==> src/hdl/vectorAluPkg.sv <==
package vectorAluPkg;

    localparam int dataWidth = 64;              // full register width
    localparam int byteLanes = dataWidth / 8;   // 8 byte lanes
    localparam int mulWidth  = dataWidth / 2;   // even or odd half fed to the multipliers

    // bit 0 is the msb, lane 0 the most significant lane
    typedef logic [0:dataWidth-1] vecWordT;
    typedef logic [0:mulWidth-1]  mulHalfT;

    // element width field
    typedef enum logic [0:1] {
        widthByte  = 2'b00,
        widthHalf  = 2'b01,
        widthWord  = 2'b10,
        widthDword = 2'b11
    } elemWidthT;

    // function codes, values as in the vector ISA
    typedef enum logic [0:5] {
        opAnd     = 6'd1,
        opOr      = 6'd2,
        opXor     = 6'd3,
        opNot     = 6'd4,
        opMov     = 6'd5,
        opAdd     = 6'd6,
        opSub     = 6'd7,
        opMulEven = 6'd8,
        opMulOdd  = 6'd9,
        opSll     = 6'd10,
        opSrl     = 6'd11,
        opSra     = 6'd12,
        opRotHalf = 6'd13,   // 14, 15 were div/mod
        opSqEven  = 6'd16,
        opSqOdd   = 6'd17
    } aluOpT;

    // which execute unit owns the result
    typedef enum logic [0:1] {
        unitNone = 2'd0,     // result forced to zero
        unitLane = 2'd1,     // logic, add/sub, shift, rotate
        unitMult = 2'd2      // even/odd multiply and square
    } aluUnitT;

endpackage

==> src/hdl/operandStage.sv <==
`timescale 1ns/1ps

module operandStage
    import vectorAluPkg::*;
(
    input  logic      clk,
    input  logic      rst,
    input  logic      opValid,
    input  vecWordT   opA,
    input  vecWordT   opB,
    input  aluOpT     op,
    input  elemWidthT width,
    output logic      s1Valid,
    output aluUnitT   s1Unit,
    output aluOpT     s1Op,
    output elemWidthT s1Width,
    output vecWordT   s1A,
    output vecWordT   s1B,
    output mulHalfT   s1MulA,
    output mulHalfT   s1MulB
);

    aluUnitT unitNext;
    logic    oddSel;     // odd lanes instead of even
    logic    squareSel;  // B side taken from A

    // packs every other element of v, even (0, 2, ..) or odd (1, 3, ..)
    function automatic mulHalfT gatherLanes(input vecWordT v, input elemWidthT w,
                                            input logic odd);
        mulHalfT r;
        r = '0;
        case (w)
            widthByte: for (int k = 0; k < 4; k++) r[k*8 +: 8] = v[(2*k + odd)*8 +: 8];
            widthHalf: for (int k = 0; k < 2; k++) r[k*16 +: 16] = v[(2*k + odd)*16 +: 16];
            widthWord: r = v[odd*32 +: 32];
            default:   r = '0;  // no dword multiplier
        endcase
        return r;
    endfunction

    assign oddSel    = (op == opMulOdd) || (op == opSqOdd);
    assign squareSel = (op == opSqEven) || (op == opSqOdd);

    // unit decode, the only place the opcode picks a unit
    always_comb begin
        case (op)
            opAnd, opOr, opXor, opNot, opMov,
            opAdd, opSub, opSll, opSrl, opSra, opRotHalf: unitNext = unitLane;
            opMulEven, opMulOdd, opSqEven, opSqOdd:
                unitNext = (width == widthDword) ? unitNone : unitMult;
            default: unitNext = unitNone;  // undefined codes read as zero
        endcase
    end

    always_ff @(posedge clk) begin
        if (rst) begin
            s1Valid <= 1'b0;
            s1Unit  <= unitNone;
        end else begin
            s1Valid <= opValid;
            s1Unit  <= unitNext;
        end
    end

    // payload, no reset
    always_ff @(posedge clk) begin
        s1Op    <= op;
        s1Width <= width;
        s1A     <= opA;
        s1B     <= opB;
        s1MulA  <= gatherLanes(opA, width, oddSel);
        s1MulB  <= gatherLanes(squareSel ? opA : opB, width, oddSel); // square uses A twice
    end

endmodule

==> config.mk <==
export PLATFORM = sky130hd
export DESIGN_NAME = operandStage
export DESIGN_NICKNAME = d
export VERILOG_FILES = /design/src/hdl/vectorAluPkg.sv /design/src/hdl/operandStage.sv
export SDC_FILE = /design/constraint.sdc
export NUM_CORES = 1
export LEC_CHECK = 0
export BUFFER_PORTS_ARGS = -buffer_cell sky130_fd_sc_hd__clkbuf_2
export CORE_MARGIN = 10
export CORE_UTILIZATION = 42
export CTS_CLUSTER_SIZE = 24
export DETAILED_ROUTE_END_ITERATION = 6
export PLACE_DENSITY = 0.74
export SYNTH_ARGS = -nofsm -noshare
export SYNTH_HDL_FRONTEND = slang
export SYNTH_SLANG_ARGS = --single-unit
==> constraint.sdc <==
create_clock -name clk -period 1.35 [get_ports clk]
set_input_delay 0.135 -clock clk [delete_from_list [all_inputs] [get_ports clk]]
set_output_delay 0.135 -clock clk [all_outputs]
set_load 0.01 [all_outputs]
# After elaboration in Yosys (flattened, before gate mapping)

Index checks and enable logic that the tools add are counted.

Memories: 0
Input port bits: 139
Memory bits (writable): 0
Bits in latches: 0
Output and inout port bits: 203
Logic and storage cells: 60
Memory bits (read-only): 0
Bits in registers: 203

Shift-type cells: 14
Add/subtract/negate cells: 3
Divide/modulo/power cells: 0
$lt $le $gt $ge: 0
Reductions and logical operators: 5
Multiply operators: 0
Eq/ne operators: 18
Bitwise logic cells: 7
Mux-type cells: 5

Operator list:

| cell                | number |
|---|---|
| $shiftx 64x33->65   | 14 |
| $pmux 32 s3         | 2 |
| $not 7->33          | 3 |
| $mux 64             | 1 |
| $eq 6x4->1 const B  | 6 |
| $not 32->33         | 1 |
| $not 4->33          | 1 |
| $not 5->33          | 1 |
| $not 6->33          | 1 |
| $eq 6x3->1 const B  | 4 |
| $eq 6x2->1 const B  | 2 |
| $eq 6x5->1 const B  | 2 |
| $reduce_or 11->1    | 1 |
| $add 3x1->4 const A | 2 |
| $eq 6x1->1 const B  | 1 |
| $eq 2x2->1 const B  | 2 |
| $pmux 2 s2          | 1 |
| $reduce_or 4->1     | 1 |
| $add 2x1->3 const A | 1 |
| $eq 2x1->1 const B  | 1 |
| $logic_not 2->1     | 1 |
| $logic_or 1x1->1    | 2 |
| $mux 2              | 1 |

# Longest topological paths before layout

Gate-level depths: netlist of run 1.

Depth in word-level cells: 6
Mapped depth: 8
Depth with buffers taken out: 5

# Worst setup path before layout of run 1

Ideal clock, no wire load.

Path kind: input-to-reg
Start point: input port op[5]
End point: register s1MulB[12]
Arrival time: 1.340 ns
Data required time: 1.234 ns
Cell stages on the path: 6
Buffers on the path: 2
Setup time: 0.116 ns
Setup slack: -0.106 ns
Cells stage by stage: or3_1 > buf_6 > clkbuf_2 > o21ai_0 > nand3_1 > a31o_2

Longest elaborated chain between the ends: 6
Elaborated cells between the ends (all ways): 15
Those cells by class: add/sub (2); eq/ne (3); shift (3); mux (2); bitwise (3); reduce/logical (2)

RTL lines:

| element                                    | RTL line                               | RTL |
|---|---|---|
| start, declared                            | operandStage.sv:11                     | `input aluOpT op,` |
| $eq 6x4->1 or $eq 6x5->1 (tied branches)   | operandStage.sv:41, operandStage.sv:42 |  |
| $logic_or 1x1->1                           | operandStage.sv:41                     | `assign oddSel = (op == opMulOdd) \|\| (op == opSqOdd);` |
| $add 3x1->4 or $add 2x1->3 (tied branches) | operandStage.sv:33, operandStage.sv:34 |  |
| $not 7->33 (on tied branches)              | operandStage.sv:33, operandStage.sv:34 |  |
| $shiftx 64x33->65 (on tied branches)       | operandStage.sv:33, operandStage.sv:34 |  |
| $pmux 32 s3 *                              | operandStage.sv:32                     | `case (w)` |
| end signal, assigned                       | operandStage.sv:72                     | `s1MulB <= gatherLanes(squareSel ? opA : opB, width, oddSel);` |
| end, declared                              | operandStage.sv:20                     | `output mulHalfT s1MulB` |

Every way passes the cells marked *; elsewhere a longest branch is shown, timed or not.
A chain may end at the register's enable or synchronous reset.

# Worst setup path in the final report of run 1

Start point: input port op[2]
End point: register s1MulA[28]

Longest elaborated chain between the ends: 5
Elaborated cells between the ends (all ways): 10
Those cells by class: eq/ne (2); shift (3); mux (1); bitwise (3); reduce/logical (1)

RTL lines:

| element                                                        | RTL line                                                   | RTL |
|---|---|---|
| $eq 6x4->1 or $eq 6x5->1 (tied branches)                       | operandStage.sv:41                                         |  |
| $logic_or 1x1->1 *                                             | operandStage.sv:41                                         |  |
| $not 6->33 (not written as such), or another cell as far along | operandStage.sv:35                                         | `widthWord: r = v[odd*32 +: 32];` |
| $shiftx 64x33->65 (on tied branches)                           | operandStage.sv:35, operandStage.sv:33, operandStage.sv:34 |  |
| $pmux 32 s3 *                                                  | operandStage.sv:32                                         |  |
| end signal, assigned                                           | operandStage.sv:71                                         | `s1MulA <= gatherLanes(opA, width, oddSel);` |
| end, declared                                                  | operandStage.sv:19                                         | `output mulHalfT s1MulA,` |

Marks and branches as above.

==> metrics.yaml, run 1 <==
synthFlopType: "sky130_fd_sc_hd__dfxtp_1"
die_height_um: 153
slew_viol_final: 0
grt_max_degree: 29
async_reset_ff_share_pct: 0
finalHoldViolCount: 0
drt.antenna.violating_nets: 0
tritoncts: "done"
seq_power_share_pct: 42.5
maxCapViolations: 0
design.final.nets: 1453
fraction_of_final_layout_cells_sized_beyond_drive_strength_1_pct: 40.4
crit_path_max_incr_delay_ns: 0.38
met3_wirelength_um: 3550
routed_wirelength_um: 34200
port_buffers: 341
layout.cell_area.non_filler_um2: 12300
ioPinCount: 342
max_clock_freq_mhz: 742
drt_first_iter_violations: 847
mappedNetlistNets: 905
path_clk_slew_ns: 0.06
maxUsedRoutingLayer: "met4"
postCtsSetupBuffers: 0
grt_antenna_before_repair: 2
worst_slew_pin_slew_ns: 0.447
placement_rows: 48
power.switching_fraction_pct: 25.9
syn_avg_cell_area_um2: 9.66
fp.dieArea_um2: 23300
grt_setup_unrepaired: "true"
finalCritPeriodShare_pct: 99.8
hold_class: "input port to flip-flop"
routed_via_density: 5.59
met2_length_um: 17000
gp_congestion: 0.935
p_per_area_nw_per_um2: 1250
clock_sink_count: 203
status: "finished, violations left"
p_int_uw: 11400
synth_seq_area_share_pct: 54.9
power.leakage_uw: 0.00587
grt_overflow: 0
relSlewSlack_pct: 69.9
timing.critical_path.required_ns: 1.72
multi_input_comb_area_um2: 3100
route.detailed.drc: 24
clockBufferDepth: 3
critPathSlowestCell: "sky130_fd_sc_hd__o21ai_0"
num_vias: 8695
n_fill_cell: 1262
die_width_um: 153
ys_warn_count: 0
fin_cells: 1555
synth-edff-count: 0
combinational_power_share_pct: 16.3
critPathLaunchType: "input port"
critical_path.cell_chain: "clkbuf_2 -> nor4b_4 -> buf_4 -> nand2_4 -> buf_12 -> buf_12 -> o21ai_0 -> a221oi_2"
power_switching_uw: 3980
violations: "design-rule violations"
dpl.hpwl_um: 24100
worstPathArrival_ns: 1.71
postSynthRegisterBits: 203
seqCellArea_um2: 4060
number_of_global_route_vias_before_repair: 8923
post_synth_instance_area_um2: 7400
detail_route.first_pass.iterations: 7
post-route-util_pct: 71.0
placedInstanceArea_um2: 10100
fp.coreArea_um2: 17300
cts_inserted_buffers: 22
track_usage_pct: 27.4
starting_density_of_the_core_pct: 42.8
critPathMostFrequentCell: "sky130_fd_sc_hd__buf_12"
vdd_drop_max_uv: 1210
wire_per_inst_um: 22.0
dp.cells: 1380
m1WireLength_um: 12400
synth_cells: 766
worst_setup_path_end_kind: "flip-flop"
cts-root-buf: "sky130_fd_sc_hd__clkbuf_16"
clock_power_share_pct: 41.2
first_pass_grt_wire_length_um: 52100
htree_num_levels: 1
yosys.cell_types.count: 46
final_period_minus_worst_setup_slack_ns: 1.35
timing.critical_path.fanout_max: 19
most_common_cell_after_layout_fill_and_taps_aside: "sky130_fd_sc_hd__clkbuf_2"
final_cell_mix: "341 x sky130_fd_sc_hd__clkbuf_2, 203 x sky130_fd_sc_hd__dfxtp_1, 135 x sky130_fd_sc_hd__dlygate4sd3_1"
synthToLayoutAreaGrowth_pct: 66.0
worstSetupPathType: "input port to flip-flop"
report.final.setup_viol: 0
## final timing paths
check	depth (start not counted)	start	slack (ns)	to
max	8	op[2]	0.002	s1MulA[28]$_DFF_P_
min	2	opA[13]	0.02	s1A[13]$_DFF_P_
## kinds of logic after synthesis
family | after synthesis | synth area share [%]
simple gates | 231 | 15.1
buf+inv | 67 | 4.99
xor+xnor | 1 | 0.118
mux | 25 | 3.50
compound gates | 239 | 21.4
flops | 203 | 54.9
## critical path: cells and delay by family
kind	cells	cell delay, ns
AND/OR/NAND/NOR	2	0.39
AO/OA/AOI/OAI	2	0.51
buffers and inverters	4	0.67
## layout make-up
type	count	share of cell area, %
antenna	2	0.0408
clock inverter	12	1.18
clock buffer	26	5.03
timing repair buffer	589	33.0
sequential	203	33.1
tap	225	2.29
inverter	2	0.0714
multi-input combinational	496	25.2
## flip-flops by register name, indices dropped and copies added, names as in the netlist
register	flops
s1A	64
s1B	64
s1MulA	32
s1MulB	32
s1Op	6
s1Unit	2
s1Width	2
s1Valid	1
## stage by stage
step / power [uW] / setup slack (ns) / hold slack [ns] / TNS [ns]
2_1_floorplan: 7540 / -0.0671 / 0.163 / -2.41
3_3_place_gp: 8750 / -0.335 / 0.256 / -15.64
3_5_place_dp: 8780 / -0.428 / 0.257 / -18.60
4_1_cts: 15300 / 0.107 / 0.0180 / 0
5_1_grt: 15800 / -0.00187 / 0.0218 / -0.00187
6_report: 15300 / 0.00214 / 0.0236 / 0
## routing by layer
metal,vias to the layer above,global-route usage (%)
met5,-,0
met4,0,10.9
met3,113,7.71
met2,655,47.5
met1,4021,31.2
li1,3906,-
## cells in the mapped netlist, types with 2 or more instances
cell type                   count  area (um2)
sky130_fd_sc_hd__nor2b_1        3        18.8
sky130_fd_sc_hd__a32oi_1        8        70.1
sky130_fd_sc_hd__dfxtp_1      203        4060
sky130_fd_sc_hd__nor3b_1        8        60.1
sky130_fd_sc_hd__a31oi_1       10        62.6
sky130_fd_sc_hd__a21boi_0       7        52.6
sky130_fd_sc_hd__a221oi_1      19         166
sky130_fd_sc_hd__buf_2         21         105
sky130_fd_sc_hd__mux2i_1       18         180
sky130_fd_sc_hd__o22ai_1       33         206
sky130_fd_sc_hd__a21oi_1       59         295
sky130_fd_sc_hd__and2_1         8        50.1
sky130_fd_sc_hd__o211a_1        8        80.1
sky130_fd_sc_hd__a32o_1         4        40.0
sky130_fd_sc_hd__nand2_1       86         323
sky130_fd_sc_hd__o21ai_0       55         275
sky130_fd_sc_hd__buf_4          8        60.1
sky130_fd_sc_hd__a311oi_1       5        43.8
sky130_fd_sc_hd__nand2b_1       2        12.5
sky130_fd_sc_hd__a31o_2         3        26.3
sky130_fd_sc_hd__mux2_2         7        78.8
sky130_fd_sc_hd__buf_1          2        7.51
sky130_fd_sc_hd__buf_6          8        90.1
sky130_fd_sc_hd__nand3_1       88         440
sky130_fd_sc_hd__o2bb2ai_1      8        70.1
sky130_fd_sc_hd__a22oi_1       10        75.1
sky130_fd_sc_hd__nor2_1        20        75.1
sky130_fd_sc_hd__and3_1         6        37.5
sky130_fd_sc_hd__clkbuf_1      25        93.8
sky130_fd_sc_hd__a211oi_1       2        15.0
sky130_fd_sc_hd__a221oi_2       5        75.1
sky130_fd_sc_hd__or3_1          2        12.5
sky130_fd_sc_hd__and4_1         2        17.5
## what timing repair did
item,CTS,global route
hold buffers,135,0
gates resized for setup,0,2
endpoints found under the setup margin,0,4
hold endpoints to repair,163,0
## power by group through the flow
| stage | Combinational, uW | Sequential (uW) | Clock, uW |
|---|---|---|---|
| 2_1_floorplan | 702 | 6840 | 0 |
| 3_3_place_gp | 2120 | 6630 | 0 |
| 3_5_place_dp | 2140 | 6640 | 0 |
| 4_1_cts | 2460 | 6510 | 6330 |
| 5_1_grt | 2670 | 6550 | 6580 |
| 6_report | 2510 | 6520 | 6320 |
Note: power is estimated with default switching activity, not from simulation.
==> run 2, diff against run 1 <==
CORE_MARGIN = unset   (was 10)
==> metrics.yaml, run 2 (synthesis gave the netlist of run 1 again) <==
status: "finished, final reports clean"
slew_viol_final: 0  # unchanged
dp.cells: 1382  # +0.14%
n_antenna_cell: 0  # -2
fraction_of_final_layout_cells_sized_beyond_drive_strength_1_pct: 39.9  # -0.54 points
path_clk_slew_ns: 0.06  # about the same
power.leakage_uw: 0.00588  # +0.25%
path_delay_family: "buffers and inverters"
finalHoldViolCount: 0  # unchanged
synthToLayoutAreaGrowth_pct: 66.5
gp_congestion: 0.952  # +1.8%
final_cell_mix: "341 x sky130_fd_sc_hd__clkbuf_2, 203 x sky130_fd_sc_hd__dfxtp_1, 136 x sky130_fd_sc_hd__dlygate4sd3_1"
clock_sink_count: 203  # unchanged
htree_num_levels: 1  # unchanged
number_of_global_route_vias_before_repair: 8397  # -5.9%
post-route-util_pct: 71.4  # +0.47 points
clockBufferDepth: 3  # unchanged
fp.dieArea_um2: 18100  # -22%
timing.critical_path.fanout_max: 20  # +1
route.detailed.drc: 0  # -100%
top_regs: "s1A x64, s1B x64"
design.final.nets: 1455  # +0.14%
final_period_minus_worst_setup_slack_ns: 1.28  # -0.0674 ns
postCtsSetupBuffers: 0  # unchanged
detail_route.first_pass.iterations: 6  # -1
report.final.setup_viol: 0  # unchanged
dpl.hpwl_um: 21000  # -13%
die_height_um: 135  # -12%
vdd_drop_max_uv: 1130  # -6.2%
starting_density_of_the_core_pct: 42.9  # +0.15 points
most_common_cell_after_layout_fill_and_taps_aside: "sky130_fd_sc_hd__clkbuf_2"
cts-root-buf: "sky130_fd_sc_hd__clkbuf_16"
worstSetupPathType: "input port to flip-flop"
die_width_um: 135  # -12%
port_buffers: 341  # unchanged
timing.critical_path.required_ns: 1.78  # +0.06 ns
grt_overflow: 0  # unchanged
p_per_area_nw_per_um2: 1240  # -1.2%
wire_per_inst_um: 20.0  # -9.2%
drt_first_iter_violations: 841  # -0.71%
relSlewSlack_pct: 69.8  # about the same
cts_inserted_buffers: 21  # -4.5%
worstPathArrival_ns: 1.72  # about the same
placedInstanceArea_um2: 10200  # +0.76%
fin_cells: 1551  # -0.26%
worst_setup_path_end_kind: "flip-flop"
grt_antenna_before_repair: 0  # -2
maxCapViolations: 0  # unchanged
finalCritPeriodShare_pct: 94.8  # -5.0 points
critPathLaunchType: "input port"
track_usage_pct: 32.9  # +5.5 points
crit_path_max_incr_delay_ns: 0.28  # -0.10 ns
drt.antenna.violating_nets: 0  # unchanged
layout.cell_area.non_filler_um2: 12300  # +0.32%
num_vias: 8569  # -1.4%
routed_via_density: 5.52  # -1.2%
worstPathBufferInverterCount: 4  # unchanged
fp.coreArea_um2: 17200  # -0.35%
critPathMostFrequentCell: "sky130_fd_sc_hd__buf_4"
routed_wirelength_um: 31000  # -9.4%
tritoncts: "done"
fin_tns_setup_ns: 0  # unchanged
critical_path.cell_chain: "clkbuf_2 -> buf_4 -> nor3_4 -> nand2_2 -> buf_4 -> buf_12 -> mux2i_1 -> a32oi_1 -> o211a_1"
critPathSlowestCell: "sky130_fd_sc_hd__nor3_4"
hold_class: "input port to flip-flop"
worst_slew_pin_slew_ns: 0.451  # +0.00326 ns
placement_rows: 48  # unchanged
first_pass_grt_wire_length_um: 46000  # -12%
grt_max_degree: 47  # +62%
ioPinCount: 342  # unchanged
max_clock_freq_mhz: 781  # +5.3%
design_power_total_uw: 15200  # -0.88%
==> run 2: what timing repair did <==
action / in CTS / in global routing
hold buffers: 136 / 0
gates resized for setup: 0 / 1
endpoints found under the setup margin: 0 / 15
hold endpoints to repair: 159 / 0
==> run 2: layout make-up <==
type,count,area [um2]
Inverter,2,8.76
Sequential cell,203,4060
Multi-Input combinational cell,496,3090
Clock inverter,6,155
Timing Repair Buffer,592,4140
Clock buffer,27,568
Fill cell,1234,4920
Tap cell,225,282
==> run 2: worst paths after layout <==
path              startpoint                 end  slack (ns)  cells past startpoint
hold / removal      width[1]  s1Width[1]$_DFF_P_        0.04                      2
setup / recovery       op[1]   s1MulB[5]$_DFF_P_        0.07                      9
==> run 2: per-stage QoR <==
stage / hold WS [ns] / setup WS [ns]
after floorplan: 0.163 / -0.0671
after global placement: 0.253 / -0.410
after detailed placement: 0.254 / -0.441
after CTS: 0.0243 / 0.0337
after global routing: 0.0359 / -0.000449
final: 0.0417 / 0.0696
==> run 2: report_power, final <==
part | internal [uW] | leakage, uW | switching, uW
logic | 1170 | 0.00382 | 1340
registers | 6390 | 0.00171 | 128
clock network | 3890 | 0.000352 | 2280
total | 11500 | 0.00588 | 3760
==> run 2: per-layer routing <==
layer / part of all wire (%) / routed length [um] / track usage (%)
met3: 9.4 / 2910 / 7.02
met4: 4.2 / 1310 / 14.2
met5: 0 / 0 / 0
met2: 49 / 15200 / 58.6
met1: 37 / 11500 / 37.9
